`src/hw/uart_pkg.sv`:
```
package uart_pkg;

    // Frame payload width shared by both directions and by the item structs
    localparam int DATA_BITS = 8;

    // Ticks per bit period used by the receiver phase counter and the transmitter divider
    localparam int OVERSAMPLE = 16;

    // Error flags attached to every received byte
    typedef struct packed {
        logic overrun;  // Set on the first item stored after a dropped frame
        logic brk;      // Data, parity and every stop bit were low
        logic parity;   // Parity bit does not match even parity of the data
        logic frame;    // At least one stop bit was sampled low
    } rx_err_t;

    // One entry of the receive queue as seen by the host
    typedef struct packed {
        logic [DATA_BITS-1:0] data;
        rx_err_t              err;
    } rx_item_t;

    // Receiver FSM walks the frame one sampled bit at a time
    typedef enum logic [2:0] {
        RX_IDLE,
        RX_START,
        RX_DATA,
        RX_PARITY,
        RX_STOP,
        RX_DONE     // Single cycle in which the item is handed over
    } rx_state_e;

    // Transmitter FSM holds each state for whole bit periods
    typedef enum logic [2:0] {
        TX_IDLE,
        TX_START,
        TX_DATA,
        TX_PARITY,
        TX_STOP
    } tx_state_e;

endpackage

```
`src/hw/uart_fifo.sv`:
```
module uart_fifo #(
    parameter int WIDTH = 8,
    parameter int DEPTH = 4
) (
    input  logic             Clk,
    input  logic             Rst,
    input  logic             push,
    input  logic [WIDTH-1:0] push_data,
    input  logic             pop,
    output logic [WIDTH-1:0] pop_data,
    output logic             empty,
    output logic             full
);

    localparam int PTR_W = $clog2(DEPTH);
    localparam int CNT_W = $clog2(DEPTH + 1);

    logic [WIDTH-1:0] mem [DEPTH];  // Circular storage addressed by the two pointers
    logic [PTR_W-1:0] wr_ptr;
    logic [PTR_W-1:0] rd_ptr;
    logic [CNT_W-1:0] count;

    always_ff @(posedge Clk or posedge Rst) begin
        if (Rst) begin
            wr_ptr <= '0;
            rd_ptr <= '0;
            count  <= '0;
        end else begin
            if (push) begin
                wr_ptr <= wr_ptr + 1'b1;  // DEPTH is a power of two so the pointer wraps by itself
            end
            if (pop) begin
                rd_ptr <= rd_ptr + 1'b1;
            end
            if (push && !pop) begin
                count <= count + 1'b1;
            end else if (pop && !push) begin
                count <= count - 1'b1;
            end
        end
    end

    always_ff @(posedge Clk) begin
        if (push) begin
            mem[wr_ptr] <= push_data;
        end
    end

    assign pop_data = mem[rd_ptr];  // Oldest entry is visible without a read cycle
    assign empty    = (count == '0);
    assign full     = (count == CNT_W'(DEPTH));

    // Callers must look at the flags before they push or pop
    a_no_push_full: assert property (@(posedge Clk) disable iff (Rst) push |-> !full);
    a_no_pop_empty: assert property (@(posedge Clk) disable iff (Rst) pop |-> !empty);

endmodule

```
`src/hw/uart_rx.sv`:
```
module uart_rx #(
    parameter int STOP_BITS     = 1,
    parameter int CLKS_PER_TICK = 4
) (
    input  logic              Clk,
    input  logic              Rst,
    input  logic              rx_line,
    output logic              rx_done,
    output uart_pkg::rx_item_t rx_item,
    output logic              idle
);

    localparam int DIV_W   = $clog2(CLKS_PER_TICK);
    localparam int PHASE_W = $clog2(uart_pkg::OVERSAMPLE);
    localparam int BIT_W   = $clog2(uart_pkg::DATA_BITS);

    uart_pkg::rx_state_e state;

    logic                          rx_meta;     // First synchronizer stage
    logic                          rx_sync;     // Line value safe to use in this clock domain
    logic                          rx_prev;     // Previous synchronized value for edge detection
    logic                          fall;
    logic [DIV_W-1:0]              div_cnt;
    logic [PHASE_W-1:0]            phase;       // Position inside the current bit in ticks
    logic                          tick;
    logic                          sample;      // Middle of the current bit
    logic [BIT_W-1:0]              bit_cnt;     // Data bit index then stop bit index
    logic [uart_pkg::DATA_BITS-1:0] data_sr;
    logic                          par_bit;
    logic                          stop_low;    // Some stop bit was low
    logic                          stop_high;   // Some stop bit was high

    always_ff @(posedge Clk or posedge Rst) begin
        if (Rst) begin
            rx_meta <= 1'b1;  // Idle line level so no false start comes out of reset
            rx_sync <= 1'b1;
            rx_prev <= 1'b1;
        end else begin
            rx_meta <= rx_line;
            rx_sync <= rx_meta;
            rx_prev <= rx_sync;
        end
    end

    assign fall   = rx_prev && !rx_sync;
    assign tick   = (div_cnt == DIV_W'(CLKS_PER_TICK - 1));
    assign sample = tick && (phase == PHASE_W'(uart_pkg::OVERSAMPLE / 2 - 1));

    // Divider and phase sit at zero in IDLE so every start edge restarts the bit timing
    always_ff @(posedge Clk or posedge Rst) begin
        if (Rst) begin
            div_cnt <= '0;
            phase   <= '0;
        end else if (state == uart_pkg::RX_IDLE) begin
            div_cnt <= '0;
            phase   <= '0;
        end else if (tick) begin
            div_cnt <= '0;
            phase   <= (phase == PHASE_W'(uart_pkg::OVERSAMPLE - 1)) ? '0 : phase + 1'b1;
        end else begin
            div_cnt <= div_cnt + 1'b1;
        end
    end

    always_ff @(posedge Clk or posedge Rst) begin
        if (Rst) begin
            state   <= uart_pkg::RX_IDLE;
            bit_cnt <= '0;
        end else begin
            case (state)
                uart_pkg::RX_IDLE: begin
                    if (fall) state <= uart_pkg::RX_START;
                end
                uart_pkg::RX_START: begin
                    if (sample) begin
                        bit_cnt <= '0;
                        // A line back high at mid start bit was only a glitch
                        state   <= rx_sync ? uart_pkg::RX_IDLE : uart_pkg::RX_DATA;
                    end
                end
                uart_pkg::RX_DATA: begin
                    if (sample) begin
                        if (bit_cnt == BIT_W'(uart_pkg::DATA_BITS - 1)) begin
                            state <= uart_pkg::RX_PARITY;
                        end else begin
                            bit_cnt <= bit_cnt + 1'b1;
                        end
                    end
                end
                uart_pkg::RX_PARITY: begin
                    if (sample) begin
                        state   <= uart_pkg::RX_STOP;
                        bit_cnt <= '0;  // Reused to count the stop bits
                    end
                end
                uart_pkg::RX_STOP: begin
                    if (sample) begin
                        if (bit_cnt == BIT_W'(STOP_BITS - 1)) begin
                            state <= uart_pkg::RX_DONE;
                        end else begin
                            bit_cnt <= bit_cnt + 1'b1;
                        end
                    end
                end
                default: state <= uart_pkg::RX_IDLE;  // DONE lasts one cycle
            endcase
        end
    end

    always_ff @(posedge Clk) begin
        if (sample) begin
            case (state)
                uart_pkg::RX_START: begin
                    stop_low  <= 1'b0;  // Fresh stop flags for the new frame
                    stop_high <= 1'b0;
                end
                uart_pkg::RX_DATA:   data_sr <= {data_sr[uart_pkg::DATA_BITS-2:0], rx_sync};
                uart_pkg::RX_PARITY: par_bit <= rx_sync;
                uart_pkg::RX_STOP: begin
                    stop_low  <= stop_low | !rx_sync;
                    stop_high <= stop_high | rx_sync;
                end
                default: ;
            endcase
        end
    end

    always_comb begin
        rx_item.data        = data_sr;
        rx_item.err.overrun = 1'b0;                      // Only the host port knows about drops
        rx_item.err.parity  = par_bit ^ (^data_sr);      // Even parity expected
        rx_item.err.frame   = stop_low;
        rx_item.err.brk     = !(|data_sr) && !par_bit && !stop_high;
    end

    assign rx_done = (state == uart_pkg::RX_DONE);
    assign idle    = (state == uart_pkg::RX_IDLE);

    // Each frame is handed over exactly once
    a_done_single: assert property (@(posedge Clk) disable iff (Rst) rx_done |=> !rx_done);

endmodule

```
`src/hw/uart_tx.sv`:
```
module uart_tx #(
    parameter int STOP_BITS     = 1,
    parameter int CLKS_PER_TICK = 4
) (
    input  logic                          Clk,
    input  logic                          Rst,
    input  logic                          tx_start,
    input  logic [uart_pkg::DATA_BITS-1:0] tx_byte,
    input  logic                          cts,
    output logic                          tx_busy,
    output logic                          tx_line
);

    localparam int BIT_CLKS = CLKS_PER_TICK * uart_pkg::OVERSAMPLE;  // Clock cycles per bit
    localparam int CLK_W    = $clog2(BIT_CLKS);
    localparam int BIT_W    = $clog2(uart_pkg::DATA_BITS);

    uart_pkg::tx_state_e state;

    logic [CLK_W-1:0]               clk_cnt;
    logic                           bit_end;   // Last cycle of the current bit
    logic [BIT_W-1:0]               bit_cnt;   // Data bit index then stop bit index
    logic                           launch;
    logic [uart_pkg::DATA_BITS-1:0] shreg;
    logic                           par;

    assign bit_end = (clk_cnt == CLK_W'(BIT_CLKS - 1));
    assign launch  = (state == uart_pkg::TX_IDLE) && tx_start && cts;  // No new frame while cts is low

    always_ff @(posedge Clk or posedge Rst) begin
        if (Rst) begin
            state   <= uart_pkg::TX_IDLE;
            clk_cnt <= '0;
            bit_cnt <= '0;
        end else begin
            if (state == uart_pkg::TX_IDLE || bit_end) begin
                clk_cnt <= '0;  // Held at zero in IDLE so the start bit gets a full period
            end else begin
                clk_cnt <= clk_cnt + 1'b1;
            end
            case (state)
                uart_pkg::TX_IDLE: begin
                    if (launch) state <= uart_pkg::TX_START;
                end
                uart_pkg::TX_START: begin
                    if (bit_end) begin
                        state   <= uart_pkg::TX_DATA;
                        bit_cnt <= '0;
                    end
                end
                uart_pkg::TX_DATA: begin
                    if (bit_end) begin
                        if (bit_cnt == BIT_W'(uart_pkg::DATA_BITS - 1)) begin
                            state <= uart_pkg::TX_PARITY;
                        end else begin
                            bit_cnt <= bit_cnt + 1'b1;
                        end
                    end
                end
                uart_pkg::TX_PARITY: begin
                    if (bit_end) begin
                        state   <= uart_pkg::TX_STOP;
                        bit_cnt <= '0;
                    end
                end
                default: begin  // Stop bits
                    if (bit_end) begin
                        if (bit_cnt == BIT_W'(STOP_BITS - 1)) begin
                            state <= uart_pkg::TX_IDLE;
                        end else begin
                            bit_cnt <= bit_cnt + 1'b1;
                        end
                    end
                end
            endcase
        end
    end

    always_ff @(posedge Clk) begin
        if (launch) begin
            shreg <= tx_byte;
            par   <= ^tx_byte;  // Even parity over the data bits
        end else if (state == uart_pkg::TX_DATA && bit_end) begin
            shreg <= {shreg[uart_pkg::DATA_BITS-2:0], 1'b0};  // Next bit moves up to the MSB
        end
    end

    always_comb begin
        case (state)
            uart_pkg::TX_START:  tx_line = 1'b0;
            uart_pkg::TX_DATA:   tx_line = shreg[uart_pkg::DATA_BITS-1];
            uart_pkg::TX_PARITY: tx_line = par;
            default:             tx_line = 1'b1;  // Idle and stop bits are high
        endcase
    end

    assign tx_busy = (state != uart_pkg::TX_IDLE);

    // The host port must respect busy and cts when it launches a byte
    a_start_legal: assert property (@(posedge Clk) disable iff (Rst) tx_start |-> !tx_busy && cts);

endmodule

```
`src/hw/uart_host_port.sv`:
```
module uart_host_port #(
    parameter int FIFO_DEPTH = 4
) (
    input  logic                          Clk,
    input  logic                          Rst,
    input  logic                          tx_valid,
    input  logic [uart_pkg::DATA_BITS-1:0] tx_data,
    output logic                          tx_credit,
    input  logic                          rx_credit,
    output logic                          rx_valid,
    output uart_pkg::rx_item_t             rx_item,
    input  logic                          rx_done,
    input  uart_pkg::rx_item_t             rx_in_item,
    input  logic                          rx_idle,
    output logic                          tx_start,
    output logic [uart_pkg::DATA_BITS-1:0] tx_byte,
    input  logic                          tx_busy,
    input  logic                          cts,
    output logic                          rts
);

    localparam int CREDIT_W = 8;                       // Receive credits the host may bank
    localparam int MIRROR_W = $clog2(FIFO_DEPTH + 1);

    logic               txq_empty;
    logic               txq_full;
    logic               rxq_push;
    logic               rxq_empty;
    logic               rxq_full;
    uart_pkg::rx_item_t rxq_in;
    logic               ovr_sticky;   // A frame was dropped since the last stored item
    logic [CREDIT_W-1:0] rx_cred;
    logic [MIRROR_W-1:0] host_cred;   // Copy of the host's transmit credit count

    // Launch whenever a byte waits and the transmitter may start
    assign tx_start  = !txq_empty && !tx_busy && cts;
    assign tx_credit = tx_start;  // The popped entry frees one slot for the host

    uart_fifo #(
        .WIDTH (uart_pkg::DATA_BITS),
        .DEPTH (FIFO_DEPTH)
    ) i_tx_fifo (
        .Clk       (Clk),
        .Rst       (Rst),
        .push      (tx_valid),
        .push_data (tx_data),
        .pop       (tx_start),
        .pop_data  (tx_byte),
        .empty     (txq_empty),
        .full      (txq_full)
    );

    always_comb begin
        rxq_in             = rx_in_item;
        rxq_in.err.overrun = ovr_sticky;  // Pending drop is reported on this item
    end

    assign rxq_push = rx_done && !rxq_full;  // A frame arriving into a full queue is lost
    assign rx_valid = (rx_cred != '0) && !rxq_empty;

    uart_fifo #(
        .WIDTH ($bits(uart_pkg::rx_item_t)),
        .DEPTH (FIFO_DEPTH)
    ) i_rx_fifo (
        .Clk       (Clk),
        .Rst       (Rst),
        .push      (rxq_push),
        .push_data (rxq_in),
        .pop       (rx_valid),
        .pop_data  (rx_item),
        .empty     (rxq_empty),
        .full      (rxq_full)
    );

    always_ff @(posedge Clk or posedge Rst) begin
        if (Rst) begin
            ovr_sticky <= 1'b0;
            rx_cred    <= '0;
            host_cred  <= MIRROR_W'(FIFO_DEPTH);
        end else begin
            if (rx_done && rxq_full) begin
                ovr_sticky <= 1'b1;
            end else if (rxq_push) begin
                ovr_sticky <= 1'b0;  // Merged into the item just stored
            end
            rx_cred   <= rx_cred + CREDIT_W'(rx_credit) - CREDIT_W'(rx_valid);
            host_cred <= host_cred + MIRROR_W'(tx_credit) - MIRROR_W'(tx_valid);
        end
    end

    // Ready to send only when idle and with room for one more frame
    assign rts = rx_idle && !rxq_full;

    // Credit discipline on the host side also keeps the transmit queue from overflowing
    a_tx_credit: assert property (@(posedge Clk) disable iff (Rst)
        tx_valid |-> (host_cred != '0) && !txq_full);

endmodule

```
`src/hw/uart_link.sv`:
```
module uart_link #(
    parameter int STOP_BITS     = 1,
    parameter int CLKS_PER_TICK = 4,
    parameter int FIFO_DEPTH    = 4
) (
    input  logic                          Clk,
    input  logic                          Rst,
    input  logic                          rx_line,
    output logic                          tx_line,
    input  logic                          cts,
    output logic                          rts,
    input  logic                          tx_valid,
    input  logic [uart_pkg::DATA_BITS-1:0] tx_data,
    output logic                          tx_credit,
    input  logic                          rx_credit,
    output logic                          rx_valid,
    output uart_pkg::rx_item_t             rx_item
);

    logic                           rx_done;
    uart_pkg::rx_item_t             rx_in_item;  // Item as decoded from the line
    logic                           rx_idle;
    logic                           tx_start;
    logic [uart_pkg::DATA_BITS-1:0] tx_byte;
    logic                           tx_busy;

    uart_rx #(
        .STOP_BITS     (STOP_BITS),
        .CLKS_PER_TICK (CLKS_PER_TICK)
    ) i_rx (
        .Clk     (Clk),
        .Rst     (Rst),
        .rx_line (rx_line),
        .rx_done (rx_done),
        .rx_item (rx_in_item),
        .idle    (rx_idle)
    );

    uart_tx #(
        .STOP_BITS     (STOP_BITS),
        .CLKS_PER_TICK (CLKS_PER_TICK)
    ) i_tx (
        .Clk      (Clk),
        .Rst      (Rst),
        .tx_start (tx_start),
        .tx_byte  (tx_byte),
        .cts      (cts),
        .tx_busy  (tx_busy),
        .tx_line  (tx_line)
    );

    uart_host_port #(
        .FIFO_DEPTH (FIFO_DEPTH)
    ) i_host_port (
        .Clk        (Clk),
        .Rst        (Rst),
        .tx_valid   (tx_valid),
        .tx_data    (tx_data),
        .tx_credit  (tx_credit),
        .rx_credit  (rx_credit),
        .rx_valid   (rx_valid),
        .rx_item    (rx_item),
        .rx_done    (rx_done),
        .rx_in_item (rx_in_item),
        .rx_idle    (rx_idle),
        .tx_start   (tx_start),
        .tx_byte    (tx_byte),
        .tx_busy    (tx_busy),
        .cts        (cts),
        .rts        (rts)
    );

endmodule

```
`config.mk`:
```
export PLATFORM = sky130hd
export DESIGN_NAME = uart_link
export DESIGN_NICKNAME = d
export VERILOG_FILES = /design/src/hw/uart_pkg.sv /design/src/hw/uart_fifo.sv /design/src/hw/uart_rx.sv /design/src/hw/uart_tx.sv /design/src/hw/uart_host_port.sv /design/src/hw/uart_link.sv
export SDC_FILE = /design/constraint.sdc
export NUM_CORES = 1
export LEC_CHECK = 0
export BUFFER_PORTS_ARGS = -buffer_cell sky130_fd_sc_hd__buf_2
export CORE_AREA = 2 2 113 115
export CTS_CLUSTER_SIZE = 8
export DETAILED_ROUTE_END_ITERATION = 6
export DIE_AREA = 0 0 115 117
export PLACE_DENSITY = 0.74
export SYNTH_ARGS = -nofsm -noshare
export SYNTH_HDL_FRONTEND = slang
export SYNTH_SLANG_ARGS = --single-unit
```
`constraint.sdc`:
```
create_clock -name Clk -period 2.3 [get_ports Clk]
set_input_delay 0.23 -clock Clk [delete_from_list [all_inputs] [get_ports Clk]]
set_output_delay 0.23 -clock Clk [all_outputs]
set_load 0.1 [all_outputs]
```
==> run metrics <==
Max Cap Viol=0; Final Non-Filler Cells=696; final hold vios=0; crit start category=register; Max-Slew Margin vs Limit=60.81%; Leakage=3.131 nW; initial DRC count=148; placed cell count=645; final WL=11320 um; via/cell ratio=5.293; standard-cell rows=41; largest net degree at the start of global routing=25; adder-cell share of the synthesized area=6.980%; Setup violations, final=4; post-synth top area share=45.52%; first-pass GRT wire length=18600 um; fin worst setup slack=-225.8 ps; layout cells sized above 1=31.87%; synth cell count leaders=100 x edfxtp_1, 47 x dfrtp_1, 41 x inv_1, 32 x ha_1, 25 x nor2_1; complex-gate fraction of the synthesized area=4.097%; Tmin final=2526 ps; Simple-Gate Fraction of Synth Area=7.265%; Post-Syn Nets=493; Pre-Repair DR Iteration Count=5; Inserted Clock Buffers=17; nets@finish=583; ys flop type=edfxtp_1; Congestion Overflow GR=0; worst slew pin tran=587.8 ps; syn_area_per_cell=14.86 um2; Clk Latency, worst-skew pair=420 ps; Ys Warns=0; Pins Over Slew Limit=0; utilization after layout=64.92%; setup repair after global routing missed its margin=true; total track usage=18.63%; die area=13460 um2; Async SR Flop Fraction=33.33%; largest family of logic cells by synthesized area=multiplexers; Die X=115 um; CP Data Required Time=2630 ps; total power per unit cell area=1224 nW/um2; height of the die=117 um; Post-Syn Area=6596 um2; arrival time at the worst endpoint=2860 ps; Core Footprint=12310 um2; port buffer count=29; Netlist cell types=48; r2r setup slk=-230 ps; Clock transition at path regs=60 ps; Crit Path Class=register to register; initial antenna violation count=0; CP max FO=3; clock sink total=150; starting density of the core=53.58%; Peak Freq=395.9 MHz; post-synthesis register bit count=150; worst hold slack=23.45 ps; failing checks=setup timing; Fillers=852; Fin Clk Skew=8.359 ps; Routed Antenna Nets=0; Top-Level Pins=30; post-synthesis mux area share=8.991%; H-tree depth=4; sequential area share after synthesis=64.55%; Final period util=109.8%; DRC viols=0; worst min path class=input port to register; count leader, synth=edfxtp_1; CTS tree=built; Post-synth EDFFs=100; Area contributors post-synth=edfxtp_1 46%, dfrtp_1 18%, mux4_2 6.8%; n_diodes=0; Synth area leader=edfxtp_1; vias in the first global route=3879; status=complete, but fails checks; peak supply drop=0.0006299 V; layout overhead on the synthesized area=21.17%; Worst setup EP type=register; vias=3684; routed wire length per instance=16.26 um; Final HPWL DP=7252 um; clk buf depth=2; xor and xnor fraction of the mapped netlist area=4.742%; Post-Synthesis Cells=444; RD Place Congestion=0.8086; CTS root buffer=clkbuf_16
## placed cells by master (no fill, tap or decap), types with 12 or more instances in the layout
| cell type | instances |
|---|---|
| buf_2 | 28 |
| xnor2_1 | 22 |
| o21ai_0 | 12 |
| inv_1 | 35 |
| clkbuf_16 | 17 |
| mux4_2 | 20 |
| buf_4 | 53 |
| edfxtp_1 | 100 |
| ha_1 | 27 |
| and2_1 | 12 |
| dfrtp_1 | 47 |
| nand2_1 | 16 |
| nor2_1 | 24 |
## kinds of logic after synthesis
kind of cell               Yosys count
and+or+nand+nor                     95
DFF                                150
muxes                               33
AOI/OAI and AO/OA                   43
xor gates and xnor gates            34
buffers and inverters               54
adders and majority gates           35
## area by class of cell
type | instances | area (um2) | share of cell area (%)
Sequential cell | 150 | 4258 | 53.27
Multi-Input combinational cell | 240 | 2260 | 28.27
Timing Repair Buffer | 84 | 578.1 | 7.232
Clock buffer | 19 | 432.9 | 5.416
Tap cell | 150 | 187.7 | 2.348
Inverter | 41 | 153.9 | 1.925
Clock inverter | 12 | 122.6 | 1.534
## state kept, by name (all words and copies together) (netlist names), 2 cells and up
signal                        flops
i_host_port.i_rx_fifo.wr_ptr      2
i_host_port.i_tx_fifo.count       3
i_host_port.rx_cred               8
i_rx.data_sr                      8
i_host_port.i_rx_fifo.count       3
i_host_port.i_tx_fifo.mem        32
i_host_port.i_rx_fifo.rd_ptr      2
i_tx.clk_cnt                      6
i_rx.bit_cnt                      3
i_tx.shreg                        8
i_host_port.i_tx_fifo.rd_ptr      2
i_tx.state                        3
i_host_port.i_rx_fifo.mem        48
i_rx.div_cnt                      2
i_host_port.i_tx_fifo.wr_ptr      2
i_rx.phase                        4
i_tx.bit_cnt                      3
i_rx.state                        3
## worst paths after layout
check | to | startpoint | depth (start not counted)
setup / recovery | i_host_port.rx_cred[6] | i_host_port.rx_cred[2] | 15
hold / removal | i_host_port.i_tx_fifo.mem[3][0] | tx_data[0] | 1
setup reg to reg | i_host_port.rx_cred[6] | i_host_port.rx_cred[2] | 15
hold reg to reg | i_rx.rx_sync | i_rx.rx_meta | 0
max in group asynchronous | i_rx.rx_sync | Rst | 4
min in group asynchronous | i_host_port.rx_cred[3] | Rst | 3
## worst max-delay path: stages (launching register included)
cell      delay [ps]
dfrtp_1          370
inv_2             70
ha_4             160
nand4_1          120
o32ai_4          110
or2_4            270
nand2_4           70
ha_4             140
inv_2             40
fa_2             330
nand2b_4         150
a21oi_4          130
o21ai_2           60
a21oi_1          160
nor2_1            90
xnor2_1          180
## through the flow
| step | power, W | cell area, um2 | setup TNS, ps | setup WS (ps) |
|---|---|---|---|---|
| 6_report | 0.009785 | 7993 | -555.6 | -225.8 |
| 5_1_grt | 0.01030 | 7993 | -965.2 | -304.0 |
| 4_1_cts | 0.009576 | 7911 | -402.0 | -209.4 |
| 3_5_place_dp | 0.006619 | 7171 | -416.3 | -228.4 |
| 3_3_place_gp | 0.006494 | 7171 | -191.1 | -115.1 |
| 2_1_floorplan | 0.005868 | 6636 | -136.4 | -69.20 |
## routing by layer
| metal | GRT usage, % | part of all wire, % |
|---|---|---|
| met1 | 21.81 | 42 |
| met5 | 0 | 0 |
| met4 | 8.353 | 1.6 |
| met2 | 32.43 | 53 |
| met3 | 5.046 | 3.1 |
## power by group
part	switching (W)	total (W)	internal, W
sequential	0.000282	0.00356	0.00328
clock	0.00109	0.00259	0.00150
combinational	0.00206	0.00364	0.00158
total	0.00343	0.00978	0.00636
## repair_timing
item | 4_1_cts | 5_1_grt
buffers inserted | 15 | 3
hold endpoints to repair | 23 | 0
resized for setup | 18 | 9
pin swaps | 8 | 12
endpoints found under the setup margin | 4 | 5
hold buffers | 2 | 0
(Power assumes the default switching activity.)
